$ cat src/eeprom_pkg.sv
package eeprom_pkg;

    // 2 Kbyte device: 3 block bits in the control byte, 8 bit word address
    localparam int ADDR_W = 11;
    localparam int DATA_W = 8;

    typedef logic [ADDR_W-1:0] addr_t;
    typedef logic [DATA_W-1:0] data_t;

    // upper nibble of every control byte
    localparam logic [3:0] DEVICE_CODE = 4'b1010;

endpackage

$ cat src/i2c_pkg.sv
package i2c_pkg;

    // quarters of one scl period, in bus order
    typedef enum logic [1:0] {
        low_first,
        low_mid,      // sda changes here
        high_first,
        high_mid      // sda sampled here
    } phase_t;

    // bus conditions requested by the control FSM
    typedef enum logic [1:0] {
        cond_none,
        cond_start,
        cond_stop
    } cond_t;

    localparam logic ACK_LEVEL  = 1'b0;
    localparam logic NACK_LEVEL = 1'b1;

    localparam int QUARTER_DEFAULT = 2;   // clk cycles per quarter

endpackage
$ cat src/bus_condition.sv
`timescale 1ns/1ps

module bus_condition (
    input  logic            CLK,
    input  logic            RESET,
    input  logic            tick,
    input  i2c_pkg::phase_t phase,
    input  i2c_pkg::cond_t  cond,
    output logic            sda_low,
    output logic            cond_done
);
    import i2c_pkg::*;

    typedef enum logic [1:0] {
        c_idle,
        c_low,
        c_high
    } cstate_t;

    cstate_t cstate;
    cond_t   kind;

    always_ff @(posedge CLK)
    begin
        if (RESET)
        begin
            cstate  <= c_idle;
            kind    <= cond_none;
            sda_low <= 1'b0;
        end
        else
        begin
            case (cstate)
                c_idle:
                begin
                    if (cond != cond_none)
                    begin
                        kind    <= cond;
                        sda_low <= 1'b0;    // let go, the line follows the slave until scl falls
                        cstate  <= c_low;
                    end
                end
                c_low:
                begin
                    if (tick && phase == low_mid)
                    begin
                        sda_low <= (kind == cond_stop);
                        cstate  <= c_high;
                    end
                end
                default:
                begin
                    if (tick && phase == high_mid)
                    begin
                        sda_low <= (kind == cond_start);   // start keeps sda low
                        cstate  <= c_idle;
                    end
                end
            endcase
        end
    end

    assign cond_done = (cstate == c_high) && tick && (phase == high_mid);

endmodule

$ cat src/bus_timer.sv
`timescale 1ns/1ps

module bus_timer #(
    parameter int QUARTER = i2c_pkg::QUARTER_DEFAULT
) (
    input  logic            CLK,
    input  logic            RESET,
    input  logic            run,
    output logic            scl,
    output logic            tick,
    output i2c_pkg::phase_t phase
);
    import i2c_pkg::*;

    localparam int CW = (QUARTER > 1) ? $clog2(QUARTER) : 1;

    logic [CW-1:0] cnt;

    always_ff @(posedge CLK)
    begin
        if (RESET || !run)
        begin
            cnt   <= '0;
            phase <= high_first;   // idle bus rests with scl high
            tick  <= 1'b0;
        end
        else if (cnt == CW'(QUARTER - 1))
        begin
            cnt   <= '0;
            phase <= phase_t'(phase + 2'd1);
            tick  <= 1'b1;          // first cycle of the new quarter
        end
        else
        begin
            cnt  <= cnt + 1'b1;
            tick <= 1'b0;
        end
    end

    assign scl = (phase == high_first) || (phase == high_mid);

endmodule

$ cat src/byte_shifter.sv
`timescale 1ns/1ps

module byte_shifter (
    input  logic              CLK,
    input  logic              RESET,
    input  logic              tick,
    input  i2c_pkg::phase_t   phase,
    input  logic              load,
    input  logic              receive,
    input  eeprom_pkg::data_t tx_byte,
    input  logic              sda_in,
    output logic              sda_low,
    output logic              byte_done,
    output logic              ack_seen,
    output eeprom_pkg::data_t rx_byte
);
    import i2c_pkg::*;
    import eeprom_pkg::*;

    data_t      shreg;
    logic [3:0] bit_cnt;   // 0..7 data, 8 is the ack slot
    logic       active;
    logic       rx;
    logic       drive_tick;
    logic       sample_tick;

    assign drive_tick  = active && tick && (phase == low_mid);
    assign sample_tick = active && tick && (phase == high_mid);

    always_ff @(posedge CLK)
    begin
        if (RESET)
        begin
            active  <= 1'b0;
            rx      <= 1'b0;
            bit_cnt <= '0;
            sda_low <= 1'b0;
        end
        else if (load)
        begin
            active  <= 1'b1;
            rx      <= receive;
            bit_cnt <= '0;
            sda_low <= 1'b1;   // hold low until the first bit goes out
        end
        else if (drive_tick)
        begin
            if (bit_cnt < 4'd8)
                sda_low <= rx ? 1'b0 : !shreg[DATA_W-1];
            else
                sda_low <= !NACK_LEVEL;   // released for our nack or the slave ack
        end
        else if (sample_tick)
        begin
            bit_cnt <= bit_cnt + 4'd1;
            if (bit_cnt == 4'd8)
                active <= 1'b0;
        end
    end

    // msb first; on a send the echoed bits shift in harmlessly
    always_ff @(posedge CLK)
    begin
        if (load)
            shreg <= tx_byte;
        else if (sample_tick && bit_cnt < 4'd8)
            shreg <= {shreg[DATA_W-2:0], sda_in};
    end

    assign byte_done = sample_tick && (bit_cnt == 4'd8);
    assign ack_seen  = byte_done && (sda_in == ACK_LEVEL);
    assign rx_byte   = shreg;

endmodule

$ cat src/eeprom_ctrl.sv
`timescale 1ns/1ps

module eeprom_ctrl (
    input  logic              CLK,
    input  logic              RESET,
    input  logic              wr,
    input  logic              rd,
    input  eeprom_pkg::addr_t addr,
    input  eeprom_pkg::data_t wdata,
    input  logic              cond_done,
    input  logic              byte_done,
    input  logic              ack_seen,
    input  eeprom_pkg::data_t rx_byte,
    output logic              run,
    output i2c_pkg::cond_t    cond,
    output logic              load,
    output logic              receive,
    output eeprom_pkg::data_t tx_byte,
    output logic              sel_cond,
    output logic              busy,
    output logic              done,
    output logic              nack_err,
    output eeprom_pkg::data_t rdata
);
    import i2c_pkg::*;
    import eeprom_pkg::*;

    typedef enum logic [3:0] {
        idle, start, ctrl_write, addr_write, data_write,
        restart, ctrl_read, data_read, stop, finish
    } state_t;

    state_t state;
    addr_t  addr_q;
    data_t  wdata_q;
    logic   is_read;
    logic   missed_ack;

    // data_read ends on our own nack, never counted as missing
    assign missed_ack = byte_done && !ack_seen && (state != data_read);

    always_ff @(posedge CLK)
    begin
        if (state == idle && (wr || rd))
        begin
            addr_q  <= addr;
            wdata_q <= wdata;
            is_read <= !wr;   // wr wins
        end
    end

    always_ff @(posedge CLK)
    begin
        if (RESET)
        begin
            state    <= idle;
            cond     <= cond_none;
            load     <= 1'b0;
            busy     <= 1'b0;
            done     <= 1'b0;
            nack_err <= 1'b0;
            rdata    <= '0;
        end
        else
        begin
            cond <= cond_none;
            load <= 1'b0;
            done <= 1'b0;
            if (missed_ack)
            begin
                nack_err <= 1'b1;
                cond     <= cond_stop;
                state    <= stop;
            end
            else
            begin
                case (state)
                    idle:
                    begin
                        if (wr || rd)
                        begin
                            busy     <= 1'b1;
                            nack_err <= 1'b0;
                            cond     <= cond_start;
                            state    <= start;
                        end
                    end
                    start:
                    begin
                        if (cond_done)
                        begin
                            load  <= 1'b1;
                            state <= ctrl_write;
                        end
                    end
                    ctrl_write:
                    begin
                        if (byte_done)
                        begin
                            load  <= 1'b1;
                            state <= addr_write;
                        end
                    end
                    addr_write:
                    begin
                        if (byte_done && is_read)
                        begin
                            cond  <= cond_start;   // repeated start
                            state <= restart;
                        end
                        else if (byte_done)
                        begin
                            load  <= 1'b1;
                            state <= data_write;
                        end
                    end
                    restart:
                    begin
                        if (cond_done)
                        begin
                            load  <= 1'b1;
                            state <= ctrl_read;
                        end
                    end
                    ctrl_read:
                    begin
                        if (byte_done)
                        begin
                            load  <= 1'b1;
                            state <= data_read;
                        end
                    end
                    data_write, data_read:
                    begin
                        if (byte_done)
                        begin
                            if (state == data_read)
                                rdata <= rx_byte;
                            cond  <= cond_stop;
                            state <= stop;
                        end
                    end
                    stop:
                    begin
                        if (cond_done)
                            state <= finish;
                    end
                    default:
                    begin
                        done  <= 1'b1;
                        busy  <= 1'b0;
                        state <= idle;
                    end
                endcase
            end
        end
    end

    // hand the pin over one cycle after the request, once the new owner has settled
    always_ff @(posedge CLK)
    begin
        if (RESET)
            sel_cond <= 1'b1;
        else if (cond != cond_none)
            sel_cond <= 1'b1;
        else if (load)
            sel_cond <= 1'b0;
    end

    // drops with the last cond_done so scl never falls after a stop
    assign run = (state != idle) && (state != finish) && !(state == stop && cond_done);

    assign receive = (state == data_read);

    always_comb
    begin
        case (state)
            ctrl_write: tx_byte = {DEVICE_CODE, addr_q[ADDR_W-1:DATA_W], 1'b0};
            ctrl_read:  tx_byte = {DEVICE_CODE, addr_q[ADDR_W-1:DATA_W], 1'b1};
            addr_write: tx_byte = addr_q[DATA_W-1:0];
            default:    tx_byte = wdata_q;
        endcase
    end

endmodule

$ cat src/eeprom_if_top.sv
`timescale 1ns/1ps

module eeprom_if_top #(
    parameter int QUARTER = i2c_pkg::QUARTER_DEFAULT
) (
    input  logic              CLK,
    input  logic              RESET,
    input  logic              wr,
    input  logic              rd,
    input  eeprom_pkg::addr_t addr,
    input  eeprom_pkg::data_t wdata,
    output logic              busy,
    output logic              done,
    output logic              nack_err,
    output eeprom_pkg::data_t rdata,
    output logic              scl,
    output logic              sda_low,
    input  logic              sda_in
);
    import i2c_pkg::*;
    import eeprom_pkg::*;

    logic   run, tick, load, receive, sel_cond;
    logic   cond_done, byte_done, ack_seen;
    logic   cond_sda_low, shift_sda_low;
    phase_t phase;
    cond_t  cond;
    data_t  tx_byte, rx_byte;

    bus_timer #(.QUARTER(QUARTER)) timer0 (
        .CLK(CLK), .RESET(RESET), .run(run), .scl(scl), .tick(tick), .phase(phase)
    );

    bus_condition cond0 (
        .CLK(CLK), .RESET(RESET), .tick(tick), .phase(phase), .cond(cond),
        .sda_low(cond_sda_low), .cond_done(cond_done)
    );

    byte_shifter shift0 (
        .CLK(CLK), .RESET(RESET), .tick(tick), .phase(phase), .load(load),
        .receive(receive), .tx_byte(tx_byte), .sda_in(sda_in), .sda_low(shift_sda_low),
        .byte_done(byte_done), .ack_seen(ack_seen), .rx_byte(rx_byte)
    );

    eeprom_ctrl ctrl0 (
        .CLK(CLK), .RESET(RESET), .wr(wr), .rd(rd), .addr(addr), .wdata(wdata),
        .cond_done(cond_done), .byte_done(byte_done), .ack_seen(ack_seen),
        .rx_byte(rx_byte), .run(run), .cond(cond), .load(load), .receive(receive),
        .tx_byte(tx_byte), .sel_cond(sel_cond), .busy(busy), .done(done),
        .nack_err(nack_err), .rdata(rdata)
    );

    // only one driver owns the pin at a time
    assign sda_low = (sel_cond & cond_sda_low) | (!sel_cond & shift_sda_low);

endmodule

$ cat config.mk
export PLATFORM = sky130hd
export DESIGN_NAME = eeprom_if_top
export DESIGN_NICKNAME = d
export VERILOG_FILES = /design/src/eeprom_pkg.sv /design/src/i2c_pkg.sv /design/src/bus_condition.sv /design/src/bus_timer.sv /design/src/byte_shifter.sv /design/src/eeprom_ctrl.sv /design/src/eeprom_if_top.sv
export SDC_FILE = /design/constraint.sdc
export NUM_CORES = 1
export LEC_CHECK = 0
export BUFFER_PORTS_ARGS = -buffer_cell sky130_fd_sc_hd__buf_2
export CORE_MARGIN = 1
export CORE_UTILIZATION = 55
export CTS_CLUSTER_DIAMETER = 120
export CTS_CLUSTER_SIZE = 24
export DETAILED_ROUTE_END_ITERATION = 16
export PLACE_DENSITY_LB_ADDON = 0.1
export REMOVE_ABC_BUFFERS = 1
export SLEW_MARGIN = 30
export SYNTH_ARGS = -nofsm -noshare
export SYNTH_HDL_FRONTEND = slang
export SYNTH_SLANG_ARGS = --single-unit
$ cat constraint.sdc
create_clock -name CLK -period 2.9 [get_ports CLK]
set_clock_uncertainty 0.1 [all_clocks]
set_input_delay 0.58 -clock CLK [delete_from_list [all_inputs] [get_ports CLK]]
set_output_delay 0.58 -clock CLK [all_outputs]
set_load 0.03 [all_outputs]
==> results of run 1 <==
[kinds of logic after synthesis]
kind of cell	share of synthesized area
compound gates	0.122
xor+xnor	0.0160
fa+ha+maj	0.0229
buf+inv	0.0411
flops	0.563
mux	0.0407
simple gates	0.194
[metal layers]
| metal | vias up | wire length, µm | share of wire |
|---|---|---|---|
| li1 | 1006 | - | - |
| met1 | 911 | 2590 | 0.50 |
| met2 | 50 | 2280 | 0.44 |
| met3 | 10 | 235 | 0.045 |
| met4 | 0 | 99 | 0.019 |
| met5 | - | 0 | 0 |
[cell type report]
type | instances | area, µm² | share of cell area
Clock buffer | 10 | 128 | 0.0407
Multi-Input combinational cell | 167 | 1080 | 0.345
Clock inverter | 6 | 61.3 | 0.0195
Tap cell | 67 | 83.8 | 0.0267
Inverter | 12 | 45.0 | 0.0144
Timing Repair Buffer | 38 | 195 | 0.0622
Sequential cell | 63 | 1540 | 0.491
[Yosys cell counts, types with 5 or more instances]
cell type | count | area, µm²
sky130_fd_sc_hd__nor2_1 | 33 | 124
sky130_fd_sc_hd__nand2_1 | 18 | 67.6
sky130_fd_sc_hd__nor3_1 | 7 | 35.0
sky130_fd_sc_hd__o21ai_0 | 9 | 45.0
sky130_fd_sc_hd__clkbuf_1 | 6 | 22.5
sky130_fd_sc_hd__edfxtp_1 | 28 | 841
sky130_fd_sc_hd__ha_1 | 5 | 62.6
sky130_fd_sc_hd__a21oi_1 | 12 | 60.1
sky130_fd_sc_hd__mux2i_1 | 10 | 100
sky130_fd_sc_hd__nand3_1 | 5 | 25.0
sky130_fd_sc_hd__inv_1 | 12 | 45.0
sky130_fd_sc_hd__a31oi_1 | 9 | 56.3
sky130_fd_sc_hd__dfxtp_1 | 35 | 701
[critical path, stage by stage (launching register included)]
cell and delay (ns):
sky130_fd_sc_hd__dfxtp_1 0.35, sky130_fd_sc_hd__ha_1 0.30, sky130_fd_sc_hd__or2_2 0.31, sky130_fd_sc_hd__buf_2 0.18
[power groups by stage]
stage          Clock [mW]  Sequential (mW)  Combinational [mW]
4_1_cts             0.745             1.21               0.442
3_3_place_gp            0             1.22               0.432
6_report            0.736             1.21               0.440
3_5_place_dp            0             1.23               0.438
5_1_grt             0.779             1.23               0.495
2_1_floorplan           0             1.21               0.310
[through the flow]
step | total power, mW | instance area [µm²] | hold slack [ns] | utilization
floorplan | 1.52 | 2670 | 0.339 | -
global placement | 1.65 | 2950 | 0.357 | 0.620
detailed placement | 1.67 | 2950 | 0.370 | 0.620
CTS | 2.40 | 3140 | 0.297 | 0.660
global route | 2.50 | 3140 | 0.293 | 0.660
finish | 2.38 | 3140 | 0.311 | 0.660
[worst paths after layout]
path / cells past startpoint / slack (ns) / to / from
worst max-delay path: 3 / 0.75 / scl / timer0.phase[0]
worst min-delay path: 1 / 0.31 / ctrl0.addr_q[1] / addr[1]
worst max register to register: 4 / 0.86 / shift0.rx_byte[7] / ctrl0.state[3]
worst min register to register: 2 / 0.38 / ctrl0.nack_err / ctrl0.nack_err
[registers in the layout, indices dropped and copies added (netlist names), 2 cells and up]
| signal | cells |
|---|---|
| ctrl0.cond | 2 |
| timer0.phase | 2 |
| cond0.kind | 2 |
| ctrl0.rdata | 8 |
| ctrl0.wdata_q | 8 |
| ctrl0.state | 4 |
| shift0.bit_cnt | 4 |
| shift0.rx_byte | 8 |
| ctrl0.addr_q | 11 |
| cond0.cstate | 2 |
[layout by cell type (no fill, tap or decap), types with 3 or more instances in the layout]
cell type,count
sky130_fd_sc_hd__nor2_1,33
sky130_fd_sc_hd__mux2i_1,10
sky130_fd_sc_hd__a22oi_1,4
sky130_fd_sc_hd__inv_1,12
sky130_fd_sc_hd__nand3_1,5
sky130_fd_sc_hd__nand2_1,18
sky130_fd_sc_hd__edfxtp_1,28
sky130_fd_sc_hd__clkbuf_8,9
sky130_fd_sc_hd__a21oi_1,12
sky130_fd_sc_hd__buf_2,36
sky130_fd_sc_hd__ha_1,5
sky130_fd_sc_hd__a31oi_1,9
sky130_fd_sc_hd__nand2b_1,4
sky130_fd_sc_hd__dfxtp_1,35
sky130_fd_sc_hd__xor2_1,3
sky130_fd_sc_hd__nor3_1,7
sky130_fd_sc_hd__o21ai_0,8
sky130_fd_sc_hd__nand4_1,3
==> report_table.html, run 1 <==
<table>
<tr><th>Metric</th><th>Value</th></tr>
<tr><th colspan="2">Synth</th></tr>
<tr><td>Synthesized area</td><td>2740 µm²</td></tr>
<tr><td>Synthesized area per cell</td><td>10.7 µm²</td></tr>
<tr><td>Post-synth ARST share</td><td>0</td></tr>
<tr><td>Most instantiated flip-flop cell in the synthesis netlist</td><td>sky130_fd_sc_hd__dfxtp_1</td></tr>
<tr><td>Synthesis Warnings</td><td>0</td></tr>
<tr><td>Sequential-to-total area share from yosys stat</td><td>0.563</td></tr>
<tr><td>Number of enable flip-flop cells after synthesis</td><td>28</td></tr>
<tr><td>Number of distinct library cells after synthesis</td><td>55</td></tr>
<tr><td>Flip-flop and latch count after synthesis</td><td>63</td></tr>
<tr><td>Gate Count Post-Synth</td><td>256</td></tr>
<tr><th colspan="2">Timing</th></tr>
<tr><td>Slack of the critical path</td><td>0.747 ns</td></tr>
<tr><td>Minimum period implied by the final worst setup slack</td><td>2.15 ns</td></tr>
<tr><td>Headroom to the max-slew limit</td><td>0.543</td></tr>
<tr><td>Slew at the pin closest to its max-slew limit</td><td>0.681 ns</td></tr>
<tr><td>Total Neg Setup Slack</td><td>0 ns</td></tr>
<tr><td>Final hold viol count</td><td>0</td></tr>
<tr><td>RSZ-0062 raised after global routing</td><td>false</td></tr>
<tr><td>Final period utilization</td><td>0.742</td></tr>
<tr><td>F_max</td><td>465 MHz</td></tr>
<tr><td>Setup-failing EPs final</td><td>0</td></tr>
<tr><td>Fin. max-slew vios</td><td>0</td></tr>
<tr><th colspan="2">Power</th></tr>
<tr><td>Cell-internal power</td><td>1.67 mW</td></tr>
<tr><td>Switching power total</td><td>0.717 mW</td></tr>
<tr><td>Proportion of total power due to net switching</td><td>0.301</td></tr>
<tr><td>Total power density per cell area</td><td>760 nW/µm²</td></tr>
<tr><td>Clock network fraction of design power</td><td>0.309</td></tr>
<tr><td>Proportion of power drawn by flip-flops and latches</td><td>0.507</td></tr>
<tr><td>Leakage component of the power</td><td>1.22 nW</td></tr>
<tr><td>Max IR drop VDD</td><td>0.485 mV</td></tr>
<tr><td>Proportion of power drawn by combinational gates</td><td>0.185</td></tr>
<tr><th colspan="2">Global route</th></tr>
<tr><td>Total overflow reported by the global router</td><td>0</td></tr>
<tr><td>Met3 capacity usage during global routing</td><td>0.0569</td></tr>
<tr><td>Via count of the first global-routing pass</td><td>1830</td></tr>
<tr><td>Global-route met2 utilization</td><td>0.322</td></tr>
<tr><td>Antenna violations before repair</td><td>0</td></tr>
<tr><td>Highest-utilization routing layer at the global route stage</td><td>met2</td></tr>
<tr><td>Total GRT Usage</td><td>0.219</td></tr>
<tr><td>Met1 track utilization from global routing</td><td>0.301</td></tr>
<tr><td>Largest net degree at the start of global routing</td><td>30</td></tr>
<tr><td>Wire length of the first global-routing pass</td><td>8540 µm</td></tr>
<tr><th colspan="2">Routing</th></tr>
<tr><td>Routed vias/inst</td><td>5.45</td></tr>
<tr><td>Antenna Violating Nets Remaining</td><td>0</td></tr>
<tr><td>Number of vias in the routed layout</td><td>1977</td></tr>
<tr><td>Number of iterations in the first detailed-routing pass</td><td>4</td></tr>
<tr><td>DRC violations left</td><td>0</td></tr>
<tr><td>Wire per inst</td><td>14.3 µm</td></tr>
<tr><td>Total wire length after detailed routing</td><td>5200 µm</td></tr>
<tr><td>First-iteration detailed-routing DRC count</td><td>119</td></tr>
<tr><th colspan="2">Layout</th></tr>
<tr><td>Proportion of layout cells with a drive suffix above 1</td><td>0.216</td></tr>
<tr><td>Layout filler cell count</td><td>392</td></tr>
<tr><td>Final Instance Count excl. Fillers</td><td>363</td></tr>
<tr><td>Synthesis-to-finish area growth</td><td>14.6%</td></tr>
<tr><td>Ant diodes</td><td>0</td></tr>
<tr><td>Nets@finish</td><td>320</td></tr>
<tr><th colspan="2">Clock tree</th></tr>
<tr><td>Htree depth</td><td>3</td></tr>
<tr><td>Total CTS buffers</td><td>9</td></tr>
<tr><td>Root buf cell</td><td>sky130_fd_sc_hd__clkbuf_8</td></tr>
<tr><td>Clock transition at path regs</td><td>0.07 ns</td></tr>
<tr><td>Sink Count</td><td>63</td></tr>
<tr><td>Buffer count from post-CTS setup fixing</td><td>0</td></tr>
<tr><td>Hold Buf Count CTS</td><td>0</td></tr>
<tr><td>Clock tree from TritonCTS</td><td>built</td></tr>
<tr><td>Resized Gates After CTS</td><td>0</td></tr>
<tr><td>Clock latency reported for the late side of the worst-skew pair</td><td>0.34 ns</td></tr>
<tr><td>Clock buffer depth</td><td>2</td></tr>
<tr><th colspan="2">Floorplanning</th></tr>
<tr><td>Floorplan die height</td><td>72.6 µm</td></tr>
<tr><td>Starting utilization of the core area</td><td>0.576</td></tr>
<tr><td>Die X-Extent</td><td>72.6 µm</td></tr>
<tr><td>Die outline area</td><td>5260 µm²</td></tr>
<tr><td>FP Rows</td><td>25</td></tr>
<tr><td>Top-level I/O count</td><td>37</td></tr>
<tr><td>Core box area</td><td>4750 µm²</td></tr>
<tr><th colspan="2">Flow run</th></tr>
<tr><td>Number of maximum-capacitance constraint violations</td><td>0</td></tr>
<tr><th colspan="2">Placement</th></tr>
<tr><td>Post-DP HPWL</td><td>3570 µm</td></tr>
<tr><td>Number of instances in the placed design</td><td>347</td></tr>
<tr><td>Routability congestion estimate</td><td>0.801</td></tr>
<tr><td>PortBufs</td><td>36</td></tr>
<tr><td>Post-placement setup slack</td><td>0.729 ns</td></tr>
<tr><th colspan="2">Setup path</th></tr>
<tr><td>Worst Setup Start Kind</td><td>register</td></tr>
<tr><td>Highest net fanout along the worst path</td><td>8</td></tr>
<tr><td>Critical Path RT</td><td>2.22 ns</td></tr>
<tr><td>Type of the setup path with the least slack</td><td>reg -&gt; out</td></tr>
<tr><td>Setup crit end kind</td><td>primary output</td></tr>
<tr><td>Worst Path Arrival</td><td>1.47 ns</td></tr>
<tr><th colspan="2">Hold path</th></tr>
<tr><td>HP Class</td><td>in -&gt; reg</td></tr>
<tr><th colspan="2">Outcome</th></tr>
<tr><td>Result of the run</td><td>finished, final reports clean</td></tr>
</table>
Power figures use the tool's default switching activity.
==> run 2, diff against run 1 <==
--- a/config.mk
+++ b/config.mk
@@ -5,9 +5,10 @@
 export SDC_FILE = /design/constraint.sdc
 export NUM_CORES = 1
 export LEC_CHECK = 0
+export ABC_AREA = 1
 export BUFFER_PORTS_ARGS = -buffer_cell sky130_fd_sc_hd__buf_2
 export CORE_MARGIN = 1
-export CORE_UTILIZATION = 55
+export CORE_UTILIZATION = 51
 export CTS_CLUSTER_DIAMETER = 120
 export CTS_CLUSTER_SIZE = 24
 export DETAILED_ROUTE_END_ITERATION = 16
==> constraint.sdc (replaced) <==
create_clock -name CLK -period 1.8 [get_ports CLK]
set_clock_uncertainty 0.1 [all_clocks]
set_input_delay 0.36 -clock CLK [delete_from_list [all_inputs] [get_ports CLK]]
set_output_delay 0.36 -clock CLK [all_outputs]
set_load 0.03 [all_outputs]
==> run 2 against run 1 <==
Net effect:
- non-clock buffer count rose by 7
- cell area rose by 5.1%
- register-to-register slack got worse by 0.74 ns
- sequential share of layout area fell by 2.3 points
- first-iteration DRC count rose by 51%
- utilization fell by 2.6 points
==> report_table.html, run 2 <==
<table>
<tr><th>Metric</th><th>Value</th></tr>
<tr><th colspan="2">Clock tree</th></tr>
<tr><td>Buffer count from post-CTS setup fixing</td><td>0</td></tr>
<tr><td>Total CTS buffers</td><td>9</td></tr>
<tr><td>Clock latency reported for the late side of the worst-skew pair</td><td>0.33 ns</td></tr>
<tr><td>Root buf cell</td><td>sky130_fd_sc_hd__clkbuf_8</td></tr>
<tr><td>Clock transition at path regs</td><td>0.07 ns</td></tr>
<tr><td>Clock tree from TritonCTS</td><td>built</td></tr>
<tr><td>Sink Count</td><td>63</td></tr>
<tr><td>Clock buffer depth</td><td>2</td></tr>
<tr><td>Htree depth</td><td>3</td></tr>
<tr><th colspan="2">Routing</th></tr>
<tr><td>Number of iterations in the first detailed-routing pass</td><td>4</td></tr>
<tr><td>Number of vias in the routed layout</td><td>2243</td></tr>
<tr><td>Wire per inst</td><td>12.2 µm</td></tr>
<tr><td>Routed vias/inst</td><td>5.05</td></tr>
<tr><td>Total wire length after detailed routing</td><td>5400 µm</td></tr>
<tr><td>DRC violations left</td><td>0</td></tr>
<tr><td>Antenna Violating Nets Remaining</td><td>0</td></tr>
<tr><td>First-iteration detailed-routing DRC count</td><td>180</td></tr>
<tr><th colspan="2">Timing</th></tr>
<tr><td>F_max</td><td>577 MHz</td></tr>
<tr><td>Setup-failing EPs final</td><td>0</td></tr>
<tr><td>Final period utilization</td><td>0.963</td></tr>
<tr><td>Fin. max-slew vios</td><td>0</td></tr>
<tr><td>Headroom to the max-slew limit</td><td>0.746</td></tr>
<tr><td>Final hold viol count</td><td>0</td></tr>
<tr><td>Minimum period implied by the final worst setup slack</td><td>1.73 ns</td></tr>
<tr><td>Slew at the pin closest to its max-slew limit</td><td>0.380 ns</td></tr>
<tr><th colspan="2">Synth</th></tr>
<tr><td>Synth Area in Adders</td><td>0.0224</td></tr>
<tr><td>Most frequent cells after synthesis</td><td>sky130_fd_sc_hd__nand2_1, sky130_fd_sc_hd__nor2_1, sky130_fd_sc_hd__dfxtp_1, sky130_fd_sc_hd__edfxtp_1, sky130_fd_sc_hd__inv_1</td></tr>
<tr><td>Post-synth top area share</td><td>0.301</td></tr>
<tr><td>Synthesized area</td><td>2790 µm²</td></tr>
<tr><td>Sequential-to-total area share from yosys stat</td><td>0.552</td></tr>
<tr><td>Share of cell area taken by muxes after synthesis</td><td>0</td></tr>
<tr><td>Dominant combinational cell family by area after synthesis</td><td>simple AND/OR/NAND/NOR gates</td></tr>
<tr><td>Flip-flop and latch count after synthesis</td><td>63</td></tr>
<tr><td>Cell with the most instances after synthesis</td><td>sky130_fd_sc_hd__nand2_1</td></tr>
<tr><td>Post-Synth Simple-Gate Area</td><td>0.275</td></tr>
<tr><td>Most instantiated flip-flop cell in the synthesis netlist</td><td>sky130_fd_sc_hd__dfxtp_1</td></tr>
<tr><td>Compound-cell area share of the yosys netlist</td><td>0.102</td></tr>
<tr><td>Post-synth ARST share</td><td>0</td></tr>
<tr><td>Synthesized area per cell</td><td>8.81 µm²</td></tr>
<tr><td>Xor and xnor area share after synthesis</td><td>0</td></tr>
<tr><td>Cell types occupying the most area after synthesis</td><td>sky130_fd_sc_hd__edfxtp_1, sky130_fd_sc_hd__dfxtp_1, sky130_fd_sc_hd__nand2_1</td></tr>
<tr><td>Number of distinct library cells after synthesis</td><td>31</td></tr>
<tr><td>Post-synth top area cell</td><td>sky130_fd_sc_hd__edfxtp_1</td></tr>
<tr><td>Gate Count Post-Synth</td><td>317</td></tr>
<tr><td>Number of enable flip-flop cells after synthesis</td><td>28</td></tr>
<tr><td>Synthesis Warnings</td><td>0</td></tr>
<tr><th colspan="2">Setup path</th></tr>
<tr><td>Highest net fanout along the worst path</td><td>4</td></tr>
<tr><td>Depth of the most critical reg-to-reg path</td><td>8</td></tr>
<tr><td>Type of the setup path with the least slack</td><td>reg -&gt; out</td></tr>
<tr><td>Worst Path Arrival</td><td>1.27 ns</td></tr>
<tr><td>Critical R2R Capture</td><td>ctrl0.state[0]</td></tr>
<tr><td>Critical Path RT</td><td>1.34 ns</td></tr>
<tr><td>Worst Setup Start Kind</td><td>register</td></tr>
<tr><td>R2R Setup Slk</td><td>0.12 ns</td></tr>
<tr><td>Startpoint of the most critical register-to-register path</td><td>timer0.phase[1]</td></tr>
<tr><td>Setup crit end kind</td><td>primary output</td></tr>
<tr><th colspan="2">Global route</th></tr>
<tr><td>Antenna violations before repair</td><td>0</td></tr>
<tr><td>Total overflow reported by the global router</td><td>0</td></tr>
<tr><td>Wire length of the first global-routing pass</td><td>9600 µm</td></tr>
<tr><td>Via count of the first global-routing pass</td><td>2102</td></tr>
<tr><td>Largest net degree at the start of global routing</td><td>21</td></tr>
<tr><td>Total GRT Usage</td><td>0.212</td></tr>
<tr><th colspan="2">Layout</th></tr>
<tr><td>Utilization of the core after routing</td><td>0.634</td></tr>
<tr><td>Nets@finish</td><td>398</td></tr>
<tr><td>Highest-count cells in the layout ignoring fill and taps</td><td>sky130_fd_sc_hd__nand2_1, sky130_fd_sc_hd__nor2_1, sky130_fd_sc_hd__buf_2</td></tr>
<tr><td>Ant diodes</td><td>0</td></tr>
<tr><td>Synthesis-to-finish area growth</td><td>18.2%</td></tr>
<tr><td>Most frequent standard cell in the layout excluding fill and tap cells</td><td>sky130_fd_sc_hd__nand2_1</td></tr>
<tr><td>Largest register by flop count</td><td>ctrl0.addr_q</td></tr>
<tr><td>Proportion of layout cells with a drive suffix above 1</td><td>0.273</td></tr>
<tr><td>Max reg flops</td><td>11</td></tr>
<tr><td>Post-route cell area</td><td>3300 µm²</td></tr>
<tr><th colspan="2">Power</th></tr>
<tr><td>Final total power</td><td>3.73 mW</td></tr>
<tr><td>Switching power total</td><td>1.20 mW</td></tr>
<tr><td>Cell-internal power</td><td>2.52 mW</td></tr>
<tr><td>Total power density per cell area</td><td>1130 nW/µm²</td></tr>
<tr><td>Max IR drop VDD</td><td>0.715 mV</td></tr>
<tr><td>Proportion of power drawn by combinational gates</td><td>0.237</td></tr>
<tr><td>Proportion of power drawn by flip-flops and latches</td><td>0.489</td></tr>
<tr><td>Proportion of total power due to net switching</td><td>0.322</td></tr>
<tr><td>Clock network fraction of design power</td><td>0.274</td></tr>
<tr><td>Leakage component of the power</td><td>1.43 nW</td></tr>
<tr><th colspan="2">Floorplanning</th></tr>
<tr><td>Core box area</td><td>5200 µm²</td></tr>
<tr><td>FP Rows</td><td>26</td></tr>
<tr><td>Die X-Extent</td><td>76.0 µm</td></tr>
<tr><td>Starting utilization of the core area</td><td>0.536</td></tr>
<tr><td>Top-level I/O count</td><td>37</td></tr>
<tr><td>Floorplan die height</td><td>76.0 µm</td></tr>
<tr><td>Die outline area</td><td>5770 µm²</td></tr>
<tr><th colspan="2">Placement</th></tr>
<tr><td>Post-DP HPWL</td><td>4060 µm</td></tr>
<tr><td>PortBufs</td><td>36</td></tr>
<tr><td>Routability congestion estimate</td><td>0.894</td></tr>
<tr><td>Total placed instance area</td><td>3120 µm²</td></tr>
<tr><th colspan="2">Hold path</th></tr>
<tr><td>Worst Hold Launch</td><td>addr[2]</td></tr>
<tr><td>Worst min-delay path endpoint</td><td>ctrl0.addr_q[2]</td></tr>
<tr><td>Number of cells traversed by the worst hold path</td><td>1</td></tr>
<tr><td>HP Class</td><td>in -&gt; reg</td></tr>
<tr><th colspan="2">Outcome</th></tr>
<tr><td>Result of the run</td><td>finished, final reports clean</td></tr>
<tr><th colspan="2">Flow run</th></tr>
<tr><td>Number of maximum-capacitance constraint violations</td><td>0</td></tr>
</table>
run 2: logic make-up after synthesis:
family,Yosys count
compound gates,50
fa+ha+maj,5
buf+inv,35
flops,63
simple gates,164
run 2: per-layer routing:
layer  vias to the layer above  wire length (µm)  global-route usage
li1                       1152                 -                   -
met5                         -                 0                   0
met4                         0               136               0.106
met2                        59              2430               0.322
met1                      1015              2590               0.285
met3                        17               242              0.0491
run 2: final cells by class:
type,instances,area [µm²]
fillers,458,1910
flip-flops and latches,63,1550
multi-input cells,219,1120
repair buffers,45,267
clock buffers,9,124
inverters,31,116
well taps,70,87.6
clock inverters,7,40.0
run 2: power by group through the flow:
stage / clock network, mW / registers [mW] / logic [mW]
floorplan: 0 / 1.86 / 0.597
global placement: 0 / 1.85 / 0.855
detailed placement: 0 / 1.85 / 0.874
CTS: 1.04 / 1.82 / 0.885
global route: 1.11 / 1.85 / 0.987
finish: 1.02 / 1.82 / 0.883
run 2: worst max-delay path by stage:
stage,cells past startpoint,endpoint,slack (ns),startpoint
2_1_floorplan,3,ctrl0.addr_q[0],-0.23,ctrl0.state[0]
3_3_place_gp,8,ctrl0.busy,0.18,timer0.phase[1]
3_5_place_dp,8,ctrl0.state[0],0.11,timer0.phase[1]
4_1_cts,4,scl,0.05,timer0.phase[0]
5_1_grt,9,ctrl0.busy,-0.007,timer0.phase[1]
6_report,4,scl,0.07,timer0.phase[0]
run 2: repair_timing:
| action | 4_1_cts | 5_1_grt |
|---|---|---|
| pin swaps | 0 | 2 |
| resized for setup | 6 | 1 |
| hold buffers | 0 | 0 |
| setup endpoints to repair | 1 | 4 |
run 2: worst max-delay path: stages, from the launching register on:
cell and delay, ns:
sky130_fd_sc_hd__dfxtp_4 0.37, sky130_fd_sc_hd__inv_2 0.04, sky130_fd_sc_hd__ha_1 0.18, sky130_fd_sc_hd__or2_4 0.23, sky130_fd_sc_hd__buf_6 0.14
run 2: through the flow:
stage	instances	worst slack [ns]	hold slack [ns]	TNS (ns)
after floorplan	313	-0.226	0.329	-5.14
after global placement	428	0.183	0.345	0
after detailed placement	428	0.110	0.347	0
after CTS	444	0.0501	0.0862	0
after global routing	444	-0.00728	0.0749	-0.00795
final	444	0.0674	0.0985	0
==> run 3, diff against run 2 <==
--- a/config.mk
+++ b/config.mk
@@ -8,7 +8,7 @@
 export ABC_AREA = 1
 export BUFFER_PORTS_ARGS = -buffer_cell sky130_fd_sc_hd__buf_2
 export CORE_MARGIN = 1
-export CORE_UTILIZATION = 51
+export CORE_UTILIZATION = 25
 export CTS_CLUSTER_DIAMETER = 120
 export CTS_CLUSTER_SIZE = 24
 export DETAILED_ROUTE_END_ITERATION = 16
@@ -18,3 +18,4 @@
 export SYNTH_ARGS = -nofsm -noshare
 export SYNTH_HDL_FRONTEND = slang
 export SYNTH_SLANG_ARGS = --single-unit
+export TNS_END_PERCENT = 100
==> run 3 against run 2 <==
Net effect:
- sequential power hardly changed
- sequential share of layout area is 3.0 points lower
- clock power up 49%
- cell area rose by 6.9%
- worst setup slack improved by 0.0039 ns
- combinational power rose by 2%
- register-to-register slack improved by 0.04 ns
- cell count rose by 17%
- hold slack worse by 0.017 ns
- utilization is 31 points lower
- global-route usage shrank 8.7 points
- wire length rose by 20%
- critical path type unchanged
- highest routed layer unchanged
==> report_table.html, run 3 (synthesis results as in run 2) <==
<table>
<tr><th>Metric</th><th>Value</th></tr>
<tr><th colspan="2">Setup path</th></tr>
<tr><td>Worst Setup Start Kind</td><td>register</td></tr>
<tr><td>Slowest cell on crit path</td><td>sky130_fd_sc_hd__dfxtp_2</td></tr>
<tr><td>Ordered list of cells on the worst path</td><td>ha_2 &gt; or2_4 &gt; buf_6</td></tr>
<tr><td>Depth of the most critical reg-to-reg path</td><td>8</td></tr>
<tr><td>Largest stage delay, worst path</td><td>0.34 ns</td></tr>
<tr><td>Highest net fanout along the worst path</td><td>4</td></tr>
<tr><td>Setup crit end kind</td><td>primary output</td></tr>
<tr><td>Critical Path RT</td><td>1.34 ns</td></tr>
<tr><td>Type of the setup path with the least slack</td><td>reg -&gt; out</td></tr>
<tr><td>Worst Path Arrival</td><td>1.27 ns</td></tr>
<tr><th colspan="2">Layout</th></tr>
<tr><td>Largest register by flop count</td><td>ctrl0.addr_q</td></tr>
<tr><td>Max reg flops</td><td>11</td></tr>
<tr><td>Synthesis-to-finish area growth</td><td>26.3%</td></tr>
<tr><td>Layout filler cell count</td><td>1139</td></tr>
<tr><td>Highest-count cells in the layout ignoring fill and taps</td><td>sky130_fd_sc_hd__nand2_1, sky130_fd_sc_hd__nor2_1, sky130_fd_sc_hd__buf_2</td></tr>
<tr><td>Reg area</td><td>1540 µm²</td></tr>
<tr><td>Post-route cell area</td><td>3530 µm²</td></tr>
<tr><td>Proportion of layout cells with a drive suffix above 1</td><td>0.303</td></tr>
<tr><td>Area of the multi-input gates</td><td>1130 µm²</td></tr>
<tr><td>Utilization of the core after routing</td><td>0.325</td></tr>
<tr><td>Nets@finish</td><td>404</td></tr>
<tr><td>Most frequent standard cell in the layout excluding fill and tap cells</td><td>sky130_fd_sc_hd__nand2_1</td></tr>
<tr><td>Ant diodes</td><td>0</td></tr>
<tr><td>Final Instance Count excl. Fillers</td><td>520</td></tr>
<tr><th colspan="2">Placement</th></tr>
<tr><td>Post-DP HPWL</td><td>4870 µm</td></tr>
<tr><td>Post-placement setup slack</td><td>-0.0362 ns</td></tr>
<tr><td>PortBufs</td><td>36</td></tr>
<tr><td>Total placed instance area</td><td>3230 µm²</td></tr>
<tr><td>Routability congestion estimate</td><td>0.840</td></tr>
<tr><td>Number of instances in the placed design</td><td>501</td></tr>
<tr><th colspan="2">Timing</th></tr>
<tr><td>Minimum period implied by the final worst setup slack</td><td>1.73 ns</td></tr>
<tr><td>Headroom to the max-slew limit</td><td>0.734</td></tr>
<tr><td>F_max</td><td>578 MHz</td></tr>
<tr><td>RSZ-0062 raised after global routing</td><td>false</td></tr>
<tr><td>Worst hold slack after final layout</td><td>0.0811 ns</td></tr>
<tr><td>Fin. max-slew vios</td><td>0</td></tr>
<tr><td>Final period utilization</td><td>0.960</td></tr>
<tr><td>Slack of the critical path</td><td>0.0713 ns</td></tr>
<tr><td>Final hold viol count</td><td>0</td></tr>
<tr><td>Setup-failing EPs final</td><td>0</td></tr>
<tr><td>Slew at the pin closest to its max-slew limit</td><td>0.399 ns</td></tr>
<tr><th colspan="2">Floorplanning</th></tr>
<tr><td>Core box area</td><td>10800 µm²</td></tr>
<tr><td>Die outline area</td><td>11600 µm²</td></tr>
<tr><td>Floorplan die height</td><td>108 µm</td></tr>
<tr><td>FP Rows</td><td>38</td></tr>
<tr><td>Starting utilization of the core area</td><td>0.258</td></tr>
<tr><td>Die X-Extent</td><td>108 µm</td></tr>
<tr><td>Top-level I/O count</td><td>37</td></tr>
<tr><th colspan="2">Clock tree</th></tr>
<tr><td>Clock transition at path regs</td><td>0.08 ns</td></tr>
<tr><td>Total CTS buffers</td><td>9</td></tr>
<tr><td>Sink Count</td><td>63</td></tr>
<tr><td>Clock buffer depth</td><td>2</td></tr>
<tr><td>Clock tree from TritonCTS</td><td>built</td></tr>
<tr><td>Root buf cell</td><td>sky130_fd_sc_hd__clkbuf_8</td></tr>
<tr><td>Hold Buf Count CTS</td><td>0</td></tr>
<tr><td>Clock latency reported for the late side of the worst-skew pair</td><td>0.34 ns</td></tr>
<tr><td>Htree depth</td><td>3</td></tr>
<tr><th colspan="2">Global route</th></tr>
<tr><td>Antenna violations before repair</td><td>0</td></tr>
<tr><td>Largest net degree at the start of global routing</td><td>21</td></tr>
<tr><td>Total GRT Usage</td><td>0.125</td></tr>
<tr><td>Total overflow reported by the global router</td><td>0</td></tr>
<tr><td>Wire length of the first global-routing pass</td><td>11000 µm</td></tr>
<tr><td>Via count of the first global-routing pass</td><td>2214</td></tr>
<tr><th colspan="2">Routing</th></tr>
<tr><td>DRC violations left</td><td>0</td></tr>
<tr><td>Number of vias in the routed layout</td><td>2189</td></tr>
<tr><td>Number of iterations in the first detailed-routing pass</td><td>4</td></tr>
<tr><td>Antenna Violating Nets Remaining</td><td>0</td></tr>
<tr><td>Routed vias/inst</td><td>4.21</td></tr>
<tr><td>Wire per inst</td><td>12.4 µm</td></tr>
<tr><td>First-iteration detailed-routing DRC count</td><td>64</td></tr>
<tr><td>Total wire length after detailed routing</td><td>6470 µm</td></tr>
<tr><th colspan="2">Hold path</th></tr>
<tr><td>Number of cells traversed by the worst hold path</td><td>1</td></tr>
<tr><td>HP Class</td><td>in -&gt; reg</td></tr>
<tr><th colspan="2">Power</th></tr>
<tr><td>Leakage component of the power</td><td>1.50 nW</td></tr>
<tr><td>Proportion of power drawn by flip-flops and latches</td><td>0.431</td></tr>
<tr><td>Clock network fraction of design power</td><td>0.358</td></tr>
<tr><td>Cell-internal power</td><td>2.96 mW</td></tr>
<tr><td>Switching power total</td><td>1.29 mW</td></tr>
<tr><td>Proportion of power drawn by combinational gates</td><td>0.211</td></tr>
<tr><td>Proportion of total power due to net switching</td><td>0.304</td></tr>
<tr><td>Max IR drop VDD</td><td>0.368 mV</td></tr>
<tr><td>Total power density per cell area</td><td>1210 nW/µm²</td></tr>
<tr><th colspan="2">Flow run</th></tr>
<tr><td>Number of maximum-capacitance constraint violations</td><td>0</td></tr>
<tr><th colspan="2">Outcome</th></tr>
<tr><td>Result of the run</td><td>finished, final reports clean</td></tr>
</table>
[run 3: area by class of cell]
type / instances / share of cell area
Tap cell: 140 / 0.0497
Clock buffer: 11 / 0.0461
Timing Repair Buffer: 51 / 0.0884
Multi-Input combinational cell: 219 / 0.320
Sequential cell: 63 / 0.438
Inverter: 31 / 0.0330
Clock inverter: 5 / 0.0245
[run 3: power by group through the flow]
stage | Clock (mW) | Combinational [mW] | Sequential, mW
2_1_floorplan | 0 | 0.597 | 1.86
3_3_place_gp | 0 | 0.900 | 1.86
3_5_place_dp | 0 | 0.894 | 1.86
4_1_cts | 1.56 | 0.910 | 1.83
5_1_grt | 1.63 | 1.02 | 1.86
6_report | 1.52 | 0.899 | 1.83
[run 3: what timing repair did]
item / CTS / global route
setup buffers: 3 / 0
resized for setup: 6 / 3
pin swaps: 1 / 1
setup endpoints to repair: 6 / 9
[run 3: per-stage QoR]
step / setup TNS [ns] / total power [mW]
after floorplan: -5.14 / 2.46
after global placement: -0.0506 / 2.76
after detailed placement: -0.131 / 2.76
after CTS: 0 / 4.30
after global routing: 0 / 4.51
final: 0 / 4.25
[run 3: final timing paths]
path                                 startpoint                end  slack, ns
worst max-delay path            timer0.phase[0]                scl       0.07
worst min-delay path                   wdata[4]   ctrl0.wdata_q[4]       0.08
worst min register to register    cond0.kind[0]      cond0.kind[0]       0.37
worst max register to register   ctrl0.state[3]  shift0.rx_byte[3]       0.16
[run 3: critical path, delay by kind of cell (launching register included)]
| family | cells | cell delay (ns) |
|---|---|---|
| buffers and inverters | 1 | 0.14 |
| DFF | 1 | 0.34 |
| adders and majority gates | 1 | 0.20 |
| and+or+nand+nor | 1 | 0.25 |
[run 3: per-layer routing]
metal | up-vias | global-route usage | share of wire
li1 | 1159 | - | -
met4 | 0 | 0.0656 | 0.020
met1 | 987 | 0.162 | 0.50
met5 | - | 0 | 0
met2 | 32 | 0.195 | 0.45
met3 | 11 | 0.0272 | 0.034
